<file path="config.mk">
export PLATFORM = sky130hd
export DESIGN_NAME = store_queue
export DESIGN_NICKNAME = d
export VERILOG_FILES = /design/src/rtl/sq_pkg.sv /design/src/rtl/sq_alloc_ctrl.sv /design/src/rtl/sq_commit_ctrl.sv /design/src/rtl/sq_entry_array.sv /design/src/rtl/sq_fwd_unit.sv /design/src/rtl/store_queue.sv
export SDC_FILE = /design/constraint.sdc
export NUM_CORES = 2
export LEC_CHECK = 0
export ABC_AREA = 0
export BUFFER_PORTS_ARGS = -buffer_cell sky130_fd_sc_hd__buf_4
export CORE_MARGIN = 2
export CORE_UTILIZATION = 65
export DETAILED_ROUTE_END_ITERATION = 6
export PLACE_DENSITY = 0.86
export SLEW_MARGIN = 0
export SYNTH_ARGS = -nofsm -noshare
export SYNTH_HDL_FRONTEND = slang
export SYNTH_SLANG_ARGS = --single-unit
</file>
<file path="constraint.sdc">
create_clock -name clk -period 21.9 [get_ports clk]
set_input_delay 4.38 -clock clk [delete_from_list [all_inputs] [get_ports clk]]
set_output_delay 4.38 -clock clk [all_outputs]
set_load 0.01 [all_outputs]
</file>
<file path="src/rtl/sq_pkg.sv">
package sq_pkg;

   localparam int SQ_DEPTH    = 16;
   localparam int ALLOC_WIDTH = 4;  // stores allocated per cycle
   localparam int STALL_AHEAD = 4;  // stall looks this far past the tail

   typedef logic [$clog2(SQ_DEPTH)-1:0] sq_ptr_t;
   typedef logic [SQ_DEPTH-1:0]         sq_mask_t;
   typedef logic [15:0]                 sq_data_t;
   typedef logic [15:0]                 sq_addr_t;
   typedef logic [6:0]                  sq_tag_t;
   typedef logic [5:0]                  sq_upd_tag_t;  // low bits of sq_tag_t

   typedef enum logic [1:0] {
      IDLE,
      WAIT_READY,  // head store still missing its address
      WAIT_GRANT,
      ISSUED
   } commit_state_e;

   // ring rotation toward higher entry numbers
   function automatic sq_mask_t rot_left(sq_mask_t m, sq_ptr_t n);
      logic [2*SQ_DEPTH-1:0] d;
      d = {m, m} << n;
      return d[2*SQ_DEPTH-1 -: SQ_DEPTH];
   endfunction

   // ring rotation toward entry 0
   function automatic sq_mask_t rot_right(sq_mask_t m, sq_ptr_t n);
      logic [2*SQ_DEPTH-1:0] d;
      d = {m, m} >> n;
      return d[SQ_DEPTH-1:0];
   endfunction

endpackage

</file>
<file path="src/rtl/sq_alloc_ctrl.sv">
module sq_alloc_ctrl (
   input  logic                           clk,
   input  logic                           rst,
   input  logic [sq_pkg::ALLOC_WIDTH-1:0] i_alloc_vld,
   input  logic                           i_flush,
   input  sq_pkg::sq_ptr_t                i_flush_ptr,
   input  sq_pkg::sq_mask_t               i_free_mask,
   output sq_pkg::sq_mask_t               o_slot_mask [sq_pkg::ALLOC_WIDTH],
   output sq_pkg::sq_mask_t               o_flush_mask,
   output logic                           o_stall
);
   import sq_pkg::*;

   localparam int CNT_W = $clog2(ALLOC_WIDTH + 1);

   sq_ptr_t            tail_q;
   sq_ptr_t            nxt_tail;
   sq_ptr_t            stall_idx;
   sq_ptr_t            flush_dist;
   logic [CNT_W-1:0]   run_len;
   logic [CNT_W-1:0]   alloc_cnt;
   sq_mask_t           flush_run;

   // length of the valid run starting at slot 0
   always_comb begin
      logic in_run;
      in_run  = 1'b1;
      run_len = '0;
      for (int k = 0; k < ALLOC_WIDTH; k++) begin
         if (in_run && i_alloc_vld[k]) begin
            run_len = CNT_W'(k + 1);
         end else begin
            in_run = 1'b0;
         end
      end
   end

   // a gap in the valid bits drops the whole group
   assign alloc_cnt = (i_alloc_vld == ALLOC_WIDTH'((1 << run_len) - 1)) ? run_len : '0;
   assign nxt_tail  = tail_q + sq_ptr_t'(alloc_cnt);

   always_ff @(posedge clk or negedge rst) begin
      if (!rst) begin
         tail_q <= '0;
      end else if (i_flush) begin
         tail_q <= i_flush_ptr;
      end else begin
         tail_q <= nxt_tail;
      end
   end

   always_comb begin
      for (int k = 0; k < ALLOC_WIDTH; k++) begin
         if (k < alloc_cnt) begin
            o_slot_mask[k] = rot_left(sq_mask_t'(1) << k, tail_q);
         end else begin
            o_slot_mask[k] = '0;
         end
      end
   end

   // entries from the flush pointer up to the next tail
   assign flush_dist = nxt_tail - i_flush_ptr;
   assign flush_run  = (sq_mask_t'(1) << flush_dist) - 1'b1;

   assign o_flush_mask = i_flush ? rot_left(flush_run, i_flush_ptr) : '0;

   assign stall_idx = tail_q + sq_ptr_t'(STALL_AHEAD);
   assign o_stall   = !i_free_mask[stall_idx];  // ring about to wrap onto busy entry

endmodule

</file>
<file path="src/rtl/sq_commit_ctrl.sv">
module sq_commit_ctrl (
   input  logic            clk,
   input  logic            rst,
   input  logic            i_cmmt_str,
   input  logic            i_head_rdy,
   input  logic            i_str_grant,
   input  logic            i_done,
   output sq_pkg::sq_ptr_t o_head,
   output logic            o_retire,
   output logic            o_str_req,
   output logic            o_str_iss
);
   import sq_pkg::*;

   commit_state_e state_q;
   commit_state_e state_nxt;
   sq_ptr_t       head_q;

   always_ff @(posedge clk or negedge rst) begin
      if (!rst) begin
         state_q <= IDLE;
      end else begin
         state_q <= state_nxt;
      end
   end

   always_comb begin
      state_nxt = state_q;
      case (state_q)
         IDLE: begin
            if (i_cmmt_str) begin
               state_nxt = i_head_rdy ? WAIT_GRANT : WAIT_READY;
            end
         end
         WAIT_READY: begin
            if (i_head_rdy) state_nxt = WAIT_GRANT;  // address arrived
         end
         WAIT_GRANT: begin
            if (i_str_grant) state_nxt = ISSUED;
         end
         ISSUED: begin
            if (i_done) state_nxt = IDLE;
         end
         default: state_nxt = IDLE;
      endcase
   end

   // request held until grant, issue pulses in the grant cycle
   assign o_str_req = (state_q == WAIT_GRANT) && !i_str_grant;
   assign o_str_iss = (state_q == WAIT_GRANT) && i_str_grant;
   assign o_retire  = (state_q == ISSUED) && i_done;

   always_ff @(posedge clk or negedge rst) begin
      if (!rst) begin
         head_q <= '0;
      end else if (o_retire) begin
         head_q <= head_q + 1'b1;
      end
   end

   assign o_head = head_q;

endmodule

</file>
<file path="src/rtl/sq_entry_array.sv">
module sq_entry_array (
   input  logic                clk,
   input  logic                rst,
   input  sq_pkg::sq_mask_t    i_slot_mask [sq_pkg::ALLOC_WIDTH],
   input  sq_pkg::sq_tag_t     i_alloc_tag [sq_pkg::ALLOC_WIDTH],
   input  logic                i_upd_vld,
   input  sq_pkg::sq_upd_tag_t i_upd_tag,
   input  sq_pkg::sq_addr_t    i_upd_addr,
   input  sq_pkg::sq_data_t    i_upd_data,
   input  sq_pkg::sq_mask_t    i_flush_mask,
   input  logic                i_retire,
   input  sq_pkg::sq_ptr_t     i_head,
   output sq_pkg::sq_mask_t    o_free_mask,
   output sq_pkg::sq_mask_t    o_addr_rdy_mask,
   output sq_pkg::sq_tag_t     o_tags  [sq_pkg::SQ_DEPTH],
   output sq_pkg::sq_addr_t    o_addrs [sq_pkg::SQ_DEPTH],
   output sq_pkg::sq_data_t    o_datas [sq_pkg::SQ_DEPTH],
   output logic                o_head_rdy,
   output sq_pkg::sq_addr_t    o_head_addr,
   output sq_pkg::sq_data_t    o_head_data
);
   import sq_pkg::*;

   sq_mask_t free_q;
   sq_mask_t addr_rdy_q;
   sq_mask_t alloc_mask;
   sq_mask_t ret_mask;
   sq_mask_t upd_hit;
   sq_tag_t  tags_q  [SQ_DEPTH];
   sq_addr_t addrs_q [SQ_DEPTH];
   sq_data_t datas_q [SQ_DEPTH];

   always_comb begin
      alloc_mask = '0;
      for (int k = 0; k < ALLOC_WIDTH; k++) begin
         alloc_mask |= i_slot_mask[k];
      end
   end

   assign ret_mask = i_retire ? (sq_mask_t'(1) << i_head) : '0;

   // update is keyed by the low tag bits of busy entries
   always_comb begin
      for (int i = 0; i < SQ_DEPTH; i++) begin
         upd_hit[i] = i_upd_vld && !free_q[i] &&
                      (tags_q[i][$bits(sq_upd_tag_t)-1:0] == i_upd_tag);
      end
   end

   // flush and retire both win over allocation
   always_ff @(posedge clk or negedge rst) begin
      if (!rst) begin
         free_q     <= '1;
         addr_rdy_q <= '0;
      end else begin
         free_q     <= (free_q & ~alloc_mask) | ret_mask | i_flush_mask;
         addr_rdy_q <= (addr_rdy_q | upd_hit) & ~(ret_mask | i_flush_mask);
      end
   end

   always_ff @(posedge clk) begin
      for (int i = 0; i < SQ_DEPTH; i++) begin
         if (upd_hit[i]) begin
            addrs_q[i] <= i_upd_addr;
            datas_q[i] <= i_upd_data;
         end
         if (i_flush_mask[i]) begin
            tags_q[i] <= '0;
         end else begin
            for (int k = 0; k < ALLOC_WIDTH; k++) begin
               if (i_slot_mask[k][i]) tags_q[i] <= i_alloc_tag[k];
            end
         end
      end
   end

   assign o_free_mask     = free_q;
   assign o_addr_rdy_mask = addr_rdy_q;
   assign o_tags          = tags_q;
   assign o_addrs         = addrs_q;
   assign o_datas         = datas_q;

   assign o_head_rdy  = addr_rdy_q[i_head];
   assign o_head_addr = addrs_q[i_head];
   assign o_head_data = datas_q[i_head];

endmodule

</file>
<file path="src/rtl/sq_fwd_unit.sv">
module sq_fwd_unit (
   input  sq_pkg::sq_tag_t  i_ld_tag,
   input  sq_pkg::sq_addr_t i_ld_addr,
   input  sq_pkg::sq_ptr_t  i_head,
   input  sq_pkg::sq_mask_t i_free_mask,
   input  sq_pkg::sq_mask_t i_addr_rdy_mask,
   input  sq_pkg::sq_tag_t  i_tags  [sq_pkg::SQ_DEPTH],
   input  sq_pkg::sq_addr_t i_addrs [sq_pkg::SQ_DEPTH],
   input  sq_pkg::sq_data_t i_datas [sq_pkg::SQ_DEPTH],
   output logic             o_fwd,
   output sq_pkg::sq_data_t o_fwd_data,
   output logic             o_fwd_rdy
);
   import sq_pkg::*;

   sq_mask_t older;     // store precedes the load
   sq_mask_t addr_eq;
   sq_mask_t match;
   sq_mask_t match_rot; // bit 0 is the head entry
   sq_mask_t ready;
   sq_ptr_t  fwd_pos;
   sq_ptr_t  fwd_idx;

   always_comb begin
      for (int i = 0; i < SQ_DEPTH; i++) begin
         older[i]   = i_ld_tag > i_tags[i];
         addr_eq[i] = i_ld_addr == i_addrs[i];
      end
   end

   assign match = ~i_free_mask & older & addr_eq;

   // a free, resolved or younger entry cannot block the load
   assign ready     = i_free_mask | i_addr_rdy_mask | ~older;
   assign o_fwd_rdy = &ready;

   assign match_rot = rot_right(match, i_head);

   // furthest from the head is the youngest matching store
   always_comb begin
      fwd_pos = '0;
      for (int p = 0; p < SQ_DEPTH; p++) begin
         if (match_rot[p]) fwd_pos = sq_ptr_t'(p);
      end
   end

   assign fwd_idx = i_head + fwd_pos;

   assign o_fwd      = |match;
   assign o_fwd_data = o_fwd ? i_datas[fwd_idx] : '0;

endmodule

</file>
<file path="src/rtl/store_queue.sv">
module store_queue (
   input  logic                                      clk,
   input  logic                                      rst,
   input  logic [sq_pkg::ALLOC_WIDTH-1:0]            i_alloc_vld,
   input  sq_pkg::sq_tag_t                           i_alloc_tag [sq_pkg::ALLOC_WIDTH],
   input  logic                                      i_upd_vld,
   input  sq_pkg::sq_upd_tag_t                       i_upd_tag,
   input  sq_pkg::sq_addr_t                          i_upd_addr,
   input  sq_pkg::sq_data_t                          i_upd_data,
   input  logic                                      i_flush,
   input  sq_pkg::sq_ptr_t                           i_flush_ptr,
   input  logic                                      i_cmmt_str,
   input  logic                                      i_str_grant,
   input  logic                                      i_done,
   input  sq_pkg::sq_tag_t                           i_ld_tag,
   input  sq_pkg::sq_addr_t                          i_ld_addr,
   output logic                                      o_stall,
   output logic                                      o_str_req,
   output logic                                      o_str_iss,
   output sq_pkg::sq_addr_t                          o_addr,
   output sq_pkg::sq_data_t                          o_data,
   output logic                                      o_fwd,
   output sq_pkg::sq_data_t                          o_fwd_data,
   output logic                                      o_fwd_rdy
);
   import sq_pkg::*;

   sq_mask_t slot_mask [ALLOC_WIDTH];  // one-hot target entry per slot
   sq_mask_t flush_mask;
   sq_mask_t free_mask;
   sq_mask_t addr_rdy_mask;
   sq_tag_t  tags  [SQ_DEPTH];
   sq_addr_t addrs [SQ_DEPTH];
   sq_data_t datas [SQ_DEPTH];
   sq_ptr_t  head;
   logic     retire;
   logic     head_rdy;

   sq_alloc_ctrl u_alloc_ctrl (
      .clk          (clk),
      .rst          (rst),
      .i_alloc_vld  (i_alloc_vld),
      .i_flush      (i_flush),
      .i_flush_ptr  (i_flush_ptr),
      .i_free_mask  (free_mask),
      .o_slot_mask  (slot_mask),
      .o_flush_mask (flush_mask),
      .o_stall      (o_stall)
   );

   sq_entry_array u_entry_array (
      .clk             (clk),
      .rst             (rst),
      .i_slot_mask     (slot_mask),
      .i_alloc_tag     (i_alloc_tag),
      .i_upd_vld       (i_upd_vld),
      .i_upd_tag       (i_upd_tag),
      .i_upd_addr      (i_upd_addr),
      .i_upd_data      (i_upd_data),
      .i_flush_mask    (flush_mask),
      .i_retire        (retire),
      .i_head          (head),
      .o_free_mask     (free_mask),
      .o_addr_rdy_mask (addr_rdy_mask),
      .o_tags          (tags),
      .o_addrs         (addrs),
      .o_datas         (datas),
      .o_head_rdy      (head_rdy),
      .o_head_addr     (o_addr),
      .o_head_data     (o_data)
   );

   sq_commit_ctrl u_commit_ctrl (
      .clk         (clk),
      .rst         (rst),
      .i_cmmt_str  (i_cmmt_str),
      .i_head_rdy  (head_rdy),
      .i_str_grant (i_str_grant),
      .i_done      (i_done),
      .o_head      (head),
      .o_retire    (retire),
      .o_str_req   (o_str_req),
      .o_str_iss   (o_str_iss)
   );

   sq_fwd_unit u_fwd_unit (
      .i_ld_tag        (i_ld_tag),
      .i_ld_addr       (i_ld_addr),
      .i_head          (head),
      .i_free_mask     (free_mask),
      .i_addr_rdy_mask (addr_rdy_mask),
      .i_tags          (tags),
      .i_addrs         (addrs),
      .i_datas         (datas),
      .o_fwd           (o_fwd),
      .o_fwd_data      (o_fwd_data),
      .o_fwd_rdy       (o_fwd_rdy)
   );

endmodule

</file>
---- After elaboration in Yosys (flattened, before gate mapping) ----
Index checks and enable logic that the tools add are counted.
storage, ports and cells
  bits in registers ....................... 666
  output and inout bits ................... 53
  word-level logic and storage cells ...... 342
cells by class
  $add $sub $neg .......................... 7
  order comparisons ....................... 24
  equality and inequality tests ........... 40
  shift operators ......................... 9
  multiplexer cells ....................... 114
  bitwise operators ....................... 19
  reductions and logical operators ........ 76
operators by type and width
  cell                                                 number
  2-to-1 mux 7 bit                                     64
  equality test 16 bit                                 16
  2-to-1 mux 16 bit                                    13
  binary-select mux 16 bit (select 4 bit)              3
  OR 16 bit                                            9
  greater-than comparator 7 bit                        16
  equality test 6 bit                                  16
  bitwise AND 16 bit                                   4
  inverter 16 bit                                      4
  nonzero test 4 bit                                   16
  logical AND 1 bit                                    38
  2-to-1 mux 4 bit                                     9
  << shifter 1 x 4 -> 16 bit (first input constant)    2
  << shifter 17 x 4 -> 32 bit (first input constant)   1
  << shifter 18 x 4 -> 32 bit (first input constant)   1
  << shifter 19 x 4 -> 32 bit (first input constant)   1
  << shifter 20 x 4 -> 32 bit (first input constant)   1
  << shifter 32 x 4 -> 32 bit                          1
  right shift 32 x 4 -> 16 bit                         1
  2-to-1 mux 3 bit                                     8
  zero test 1 bit                                      18
  AND reduction 16 bit                                 1
  OR reduction 16 bit                                  1
  subtractor 16 x 1 -> 16 bit (second input constant)  1
  23 further kinds                                     44

---- Depth between registers and ports, before layout ----
  depth after elaboration ................. 25
  mapped depth ............................ 27

---- By module ----
A second synthesis with hierarchy kept.
unflattened totals
  cell total of the unflattened synthesis .. 3444
  area total of the unflattened synthesis .. 42076.6 um^2
modules (own cells, without submodules)
  module          instances  cells each  area each (um^2)  sequential area each (um^2)
  sq_entry_array  1          1982        29666.0           18437.7
  sq_fwd_unit     1          1065        9753.1            0.0
  sq_alloc_ctrl   1          364         2250.9            100.1
  sq_commit_ctrl  1          33          406.6             150.1

---- Least setup slack after synthesis ----
OpenSTA, ideal clock, no wires.
  kind .................................... input to output
  start point ............................. input i_ld_tag[0]
  end point ............................... output o_fwd_data[10]
  arrival time ............................ 9232 ps
  data required time ...................... 17520 ps
  slack ................................... 8288 ps
  stages on the path ...................... 18
  path buffers ............................ 2
  path through ............................ inv_1 > ha_1 > o21ai_0 > a21oi_1 > nor3_2 > mux4_1 > mux4_2 > a31oi_1 > o21bai_1 > a21oi_1 > o21ai_0 > a221o_1 > ha_1 > clkbuf_1 > buf_6 > mux4_4 > mux4_1 > and2_1
between the ends
  word-level cells in the longest chain between the ends .. 25
  elaborated cells on any way between the ends .. 41
  those cells by class .................... 1 x add/sub; 16 x order compare; 1 x shift; 19 x mux; 3 x bitwise; 1 x reduce/logical
ends and longest elaborated chain
  element                                               line               text
  start, declared                                       store_queue.sv:15  input sq_pkg::sq_tag_t i_ld_tag,
  greater-than comparator 7 bit                         sq_fwd_unit.sv:26  older[i] = i_ld_tag > i_tags[i];
  bitwise AND 16 bit * (2 in a row)                     sq_fwd_unit.sv:31  assign match = ~i_free_mask & older & addr_eq;
  right shift 32 x 4 -> 16 bit                          sq_pkg.sv:31       d = {m, m} >> n;
  2-to-1 mux 1 bit                                      sq_fwd_unit.sv:43  if (match_rot[p]) fwd_pos = sq_ptr_t'(p);
  2-to-1 mux 2 bit (2 in a row)                         sq_fwd_unit.sv:43
  2-to-1 mux 3 bit (4 in a row)                         sq_fwd_unit.sv:43
  2-to-1 mux 4 bit (8 in a row)                         sq_fwd_unit.sv:43
  adder 4 bit                                           sq_fwd_unit.sv:47  assign fwd_idx = i_head + fwd_pos;
  inverter 4 -> 5 bit (implied by the code)             sq_fwd_unit.sv:50  assign o_fwd_data = o_fwd ? i_datas[fwd_idx] : '0;
  binary-select mux 16 bit (select 4 bit)               sq_fwd_unit.sv:50
  2-to-1 mux 16 bit (implied by the code) (2 in a row)  sq_fwd_unit.sv:50
  2-to-1 mux 16 bit *                                   sq_fwd_unit.sv:50
  end, declared                                         store_queue.sv:23  output sq_pkg::sq_data_t o_fwd_data,
Mark *: on every way between the ends. The rest lies on a longest branch, timed or not. The select of a mux whose other input is x is not followed.

---- Worst setup path in the final report ----
  start point ............................. input i_ld_addr[7]
  end point ............................... output o_fwd_data[13]
between the ends
  word-level cells in the longest chain between the ends .. 24
  elaborated cells on any way between the ends .. 40
  those cells by class .................... 1 x add/sub; 16 x eq/ne; 1 x shift; 19 x mux; 2 x bitwise; 1 x reduce/logical
ends and longest elaborated chain
  element                                               line               text
  start, declared                                       store_queue.sv:16  input sq_pkg::sq_addr_t i_ld_addr,
  equality test 16 bit                                  sq_fwd_unit.sv:27  addr_eq[i] = i_ld_addr == i_addrs[i];
  bitwise AND 16 bit *                                  sq_fwd_unit.sv:31
  right shift 32 x 4 -> 16 bit                          sq_pkg.sv:31
  2-to-1 mux 1 bit                                      sq_fwd_unit.sv:43
  2-to-1 mux 2 bit (2 in a row)                         sq_fwd_unit.sv:43
  2-to-1 mux 3 bit (4 in a row)                         sq_fwd_unit.sv:43
  2-to-1 mux 4 bit (8 in a row)                         sq_fwd_unit.sv:43
  adder 4 bit                                           sq_fwd_unit.sv:47
  inverter 4 -> 5 bit (implied by the code)             sq_fwd_unit.sv:50
  binary-select mux 16 bit (select 4 bit)               sq_fwd_unit.sv:50
  2-to-1 mux 16 bit (implied by the code) (2 in a row)  sq_fwd_unit.sv:50
  2-to-1 mux 16 bit *                                   sq_fwd_unit.sv:50
Marks and branches as above.

==> impl_metrics.py <==
metrics = {
    "detailed_routing": {
        "ant_nets": 0,
        "num_vias": 32400,
        "drtPass1Iterations": 7,
        "drc": 1,
        "avgRoutedWirePerCell_um": 30.7,
        "drt_iter0_drc": 5185,
        "vias_per_cell": 7.44,
        "finalWirelength_mm": 134,
    },
    "placed_design": {
        "dpl.hpwl_mm": 82.5,
        "io_buffer_count": 156,
        "place.gp.congestion": 1.01,
        "place_area_um2": 42300,
    },
    "floorplanning": {
        "chipWidth_um": 255,
        "fp.coreArea_um2": 61900,
        "num_rows": 91,
        "start_util": 0.660,
        "ioPinCount": 157,
        "fp.dieArea_um2": 64900,
        "die_h_um": 255,
    },
    "grt": {
        "grtUsageMet1": 0.512,
        "grt_overflow_total": 0,
        "antenna_found_initial": 9,
        "grt_max_degree": 133,
        "grt_busiest_layer": "met2",
        "grt_pass1_wl_mm": 198,
        "grt_pass1_vias": 32200,
        "grt_use_total": 0.413,
        "use_met3": 0.125,
        "grt_use_met2": 0.619,
    },
    "sta": {
        "fin_setup_tns_ps": 0,
        "rsz0062_at_grt": "no",
        "post-route-period-util": 0.706,
        "hold_viol_final": 0,
        "slew_headroom": 0.137,
        "tightest_slew_ps": 1290,
        "setup_viol": 0,
        "slew_violations": 0,
        "min_period_ps": 15470,
        "fin_worst_skew_ps": 27.0,
        "holdWs_ps": 502,
        "fmax_mhz": 64.6,
    },
    "logic_synthesis": {
        "yosys.area.top_type": "edfxtp_1",
        "synthTopCellsByCount": "edfxtp_1, xor2_1, a211oi_1, nor2_1, mux2i_1",
        "ys_warn_count": 0,
        "synth-edff-count": 512,
        "yosysUniqueCellTypes": 80,
        "postSynthAreaPerCell_um2": 12.0,
        "ys_async_sr_fraction": 0.0631,
        "netlist_top_cells_area": "edfxtp_1, xor2_1, mux4_2",
        "yosysMostFrequentCell": "edfxtp_1",
        "synth_flop_cell": "edfxtp_1",
        "synthCells": 3415,
        "synth.top_cell.area_share": 0.376,
        "syn-num-nets": 3655,
        "ys_seq_elements": 666,
        "ys_seq_area_frac": 0.457,
        "syn_area_um2": 40900,
    },
    "clock_tree": {
        "cts_made_buffers": 72,
        "clk_pin_slew_worst_paths_ps": 60,
        "cts_max_level": 3,
        "clkLatencyLatePin_ps": 640,
        "clockBufferDepth": 3,
        "root_buffer": "clkbuf_16",
        "cts_num_sinks": 666,
        "cts_setup_buffers": 0,
        "cts_tree": "built",
        "postCtsHoldBufs": 0,
        "cts_resized": 0,
    },
    "setup_path": {
        "critPathLaunchType": "input port",
        "cp.arrival_ps": 11090,
        "end_kind": "output port",
        "worstSetupPathType": "input port to output port",
        "crit_fanout": 64,
        "required_ps": 17520,
    },
    "power": {
        "peakVddDrop_mv": 0.122,
        "p_per_area_nw_per_um2": 95.3,
        "power.leakage_nw": 15.5,
    },
    "outcome": {
        "status": "complete, but fails checks",
        "violations": "DRC",
    },
    "min_path": {
        "hold_path_class": "flop to flop",
    },
    "finish": {
        "final_net_count": 3694,
        "fin_area_um2": 44700,
        "drive_gt1_frac": 0.161,
        "syn_to_final_growth_pct": 9.36,
    },
    "flow_run": {
        "drv_cap": 0,
    },
}
path summary, 6_finish.rpt:
kind                                                        from                                          to  slack [ps]  cells past startpoint
hold reg to reg            u_entry_array.o_tags[13]$_SDFFE_PP0P_       u_entry_array.o_tags[13]$_SDFFE_PP0P_         500                      2
max in group asynchronous                                    rst         u_commit_ctrl.o_head[0]$_DFFE_PN0P_       17620                      1
setup reg to reg                u_alloc_ctrl.tail_q[0]$_DFF_PN0_  u_entry_array.o_addr_rdy_mask[1]$_DFF_PN0_       15200                     18
min in group asynchronous                                    rst            u_alloc_ctrl.tail_q[2]$_DFF_PN0_        3750                      1
setup / recovery                                    i_ld_addr[7]                              o_fwd_data[13]        6430                     20
hold / removal             u_entry_array.o_tags[13]$_SDFFE_PP0P_       u_entry_array.o_tags[13]$_SDFFE_PP0P_         500                      2
sequential cells by signal (all words and copies together) (netlist names):
register / cells
u_commit_ctrl.o_head: 4
u_entry_array.o_datas: 256
u_commit_ctrl.state_q: 2
u_alloc_ctrl.tail_q: 4
u_entry_array.o_addrs: 256
u_entry_array.o_tags: 112
u_entry_array.o_addr_rdy_mask: 16
u_entry_array.o_free_mask: 16
kinds of logic after synthesis:
kind of cell | synth area share
and+or+nand+nor | 0.0796
adders and majority gates | 0.0422
muxes | 0.172
DFF | 0.457
AOI/OAI and AO/OA | 0.122
buffers and inverters | 0.0477
xor gates and xnor gates | 0.0791
layout make-up:
class                   instances  area, um2
repair buffers                210       1590
inverters                     129        484
multi-input cells            2375      20400
flip-flops and latches        666      18700
well taps                     837       1050
clock buffers                  90       1960
diodes                          6       15.0
fillers                      3983      17200
clock inverters                40        474
power by group:
part,total (mW),switching [mW],internal [mW]
Sequential,1.47,0.0796,1.39
Combinational,1.51,0.851,0.660
Clock,1.28,0.539,0.737
Total,4.26,1.47,2.79
layout by cell type, fill, tap and decap left out, types with 75 or more instances in the layout:
cell       count
inv_1        125
nand2_1      150
edfxtp_1     512
a211oi_1     285
dfxtp_1      112
o21ai_0      104
xor2_1       291
buf_4        209
mux2i_1      239
a21oi_1      171
clkbuf_16     75
ha_1         132
nor2_1       277
mux4_2       111
worst max-delay path, stage by stage:
cell	delay [ps]
buf_4	290
xor2_1	140
nor4_1	760
nand4_1	500
nor3_1	630
mux4_2	410
mux4_2	250
a31oi_1	90
o21bai_1	140
a21oi_1	80
o21ai_0	150
a221o_1	220
ha_4	140
inv_1	60
fa_2	540
buf_4	720
mux4_4	580
mux4_1	560
and2_1	190
buf_4	140
routing by layer:
| metal | vias up | routed length, um |
|---|---|---|
| met5 | - | 26 |
| li1 | 13200 | - |
| met2 | 3013 | 59300 |
| met3 | 816 | 19400 |
| met4 | 4 | 11400 |
| met1 | 15300 | 43500 |
stage by stage:
step / utilization / worst slack (ps) / instances / total power, mW
3_3_place_gp: 0.682 / 6820 / 4217 / 2.89
3_5_place_dp: 0.682 / 6790 / 4217 / 2.94
6_report: 0.722 / 6430 / 4353 / 4.26
4_1_cts: 0.721 / 6700 / 4347 / 4.21
2_1_floorplan: - / 8290 / 3415 / 2.52
5_1_grt: 0.722 / 6340 / 4351 / 4.37
Power figures use the tool's default switching activity.
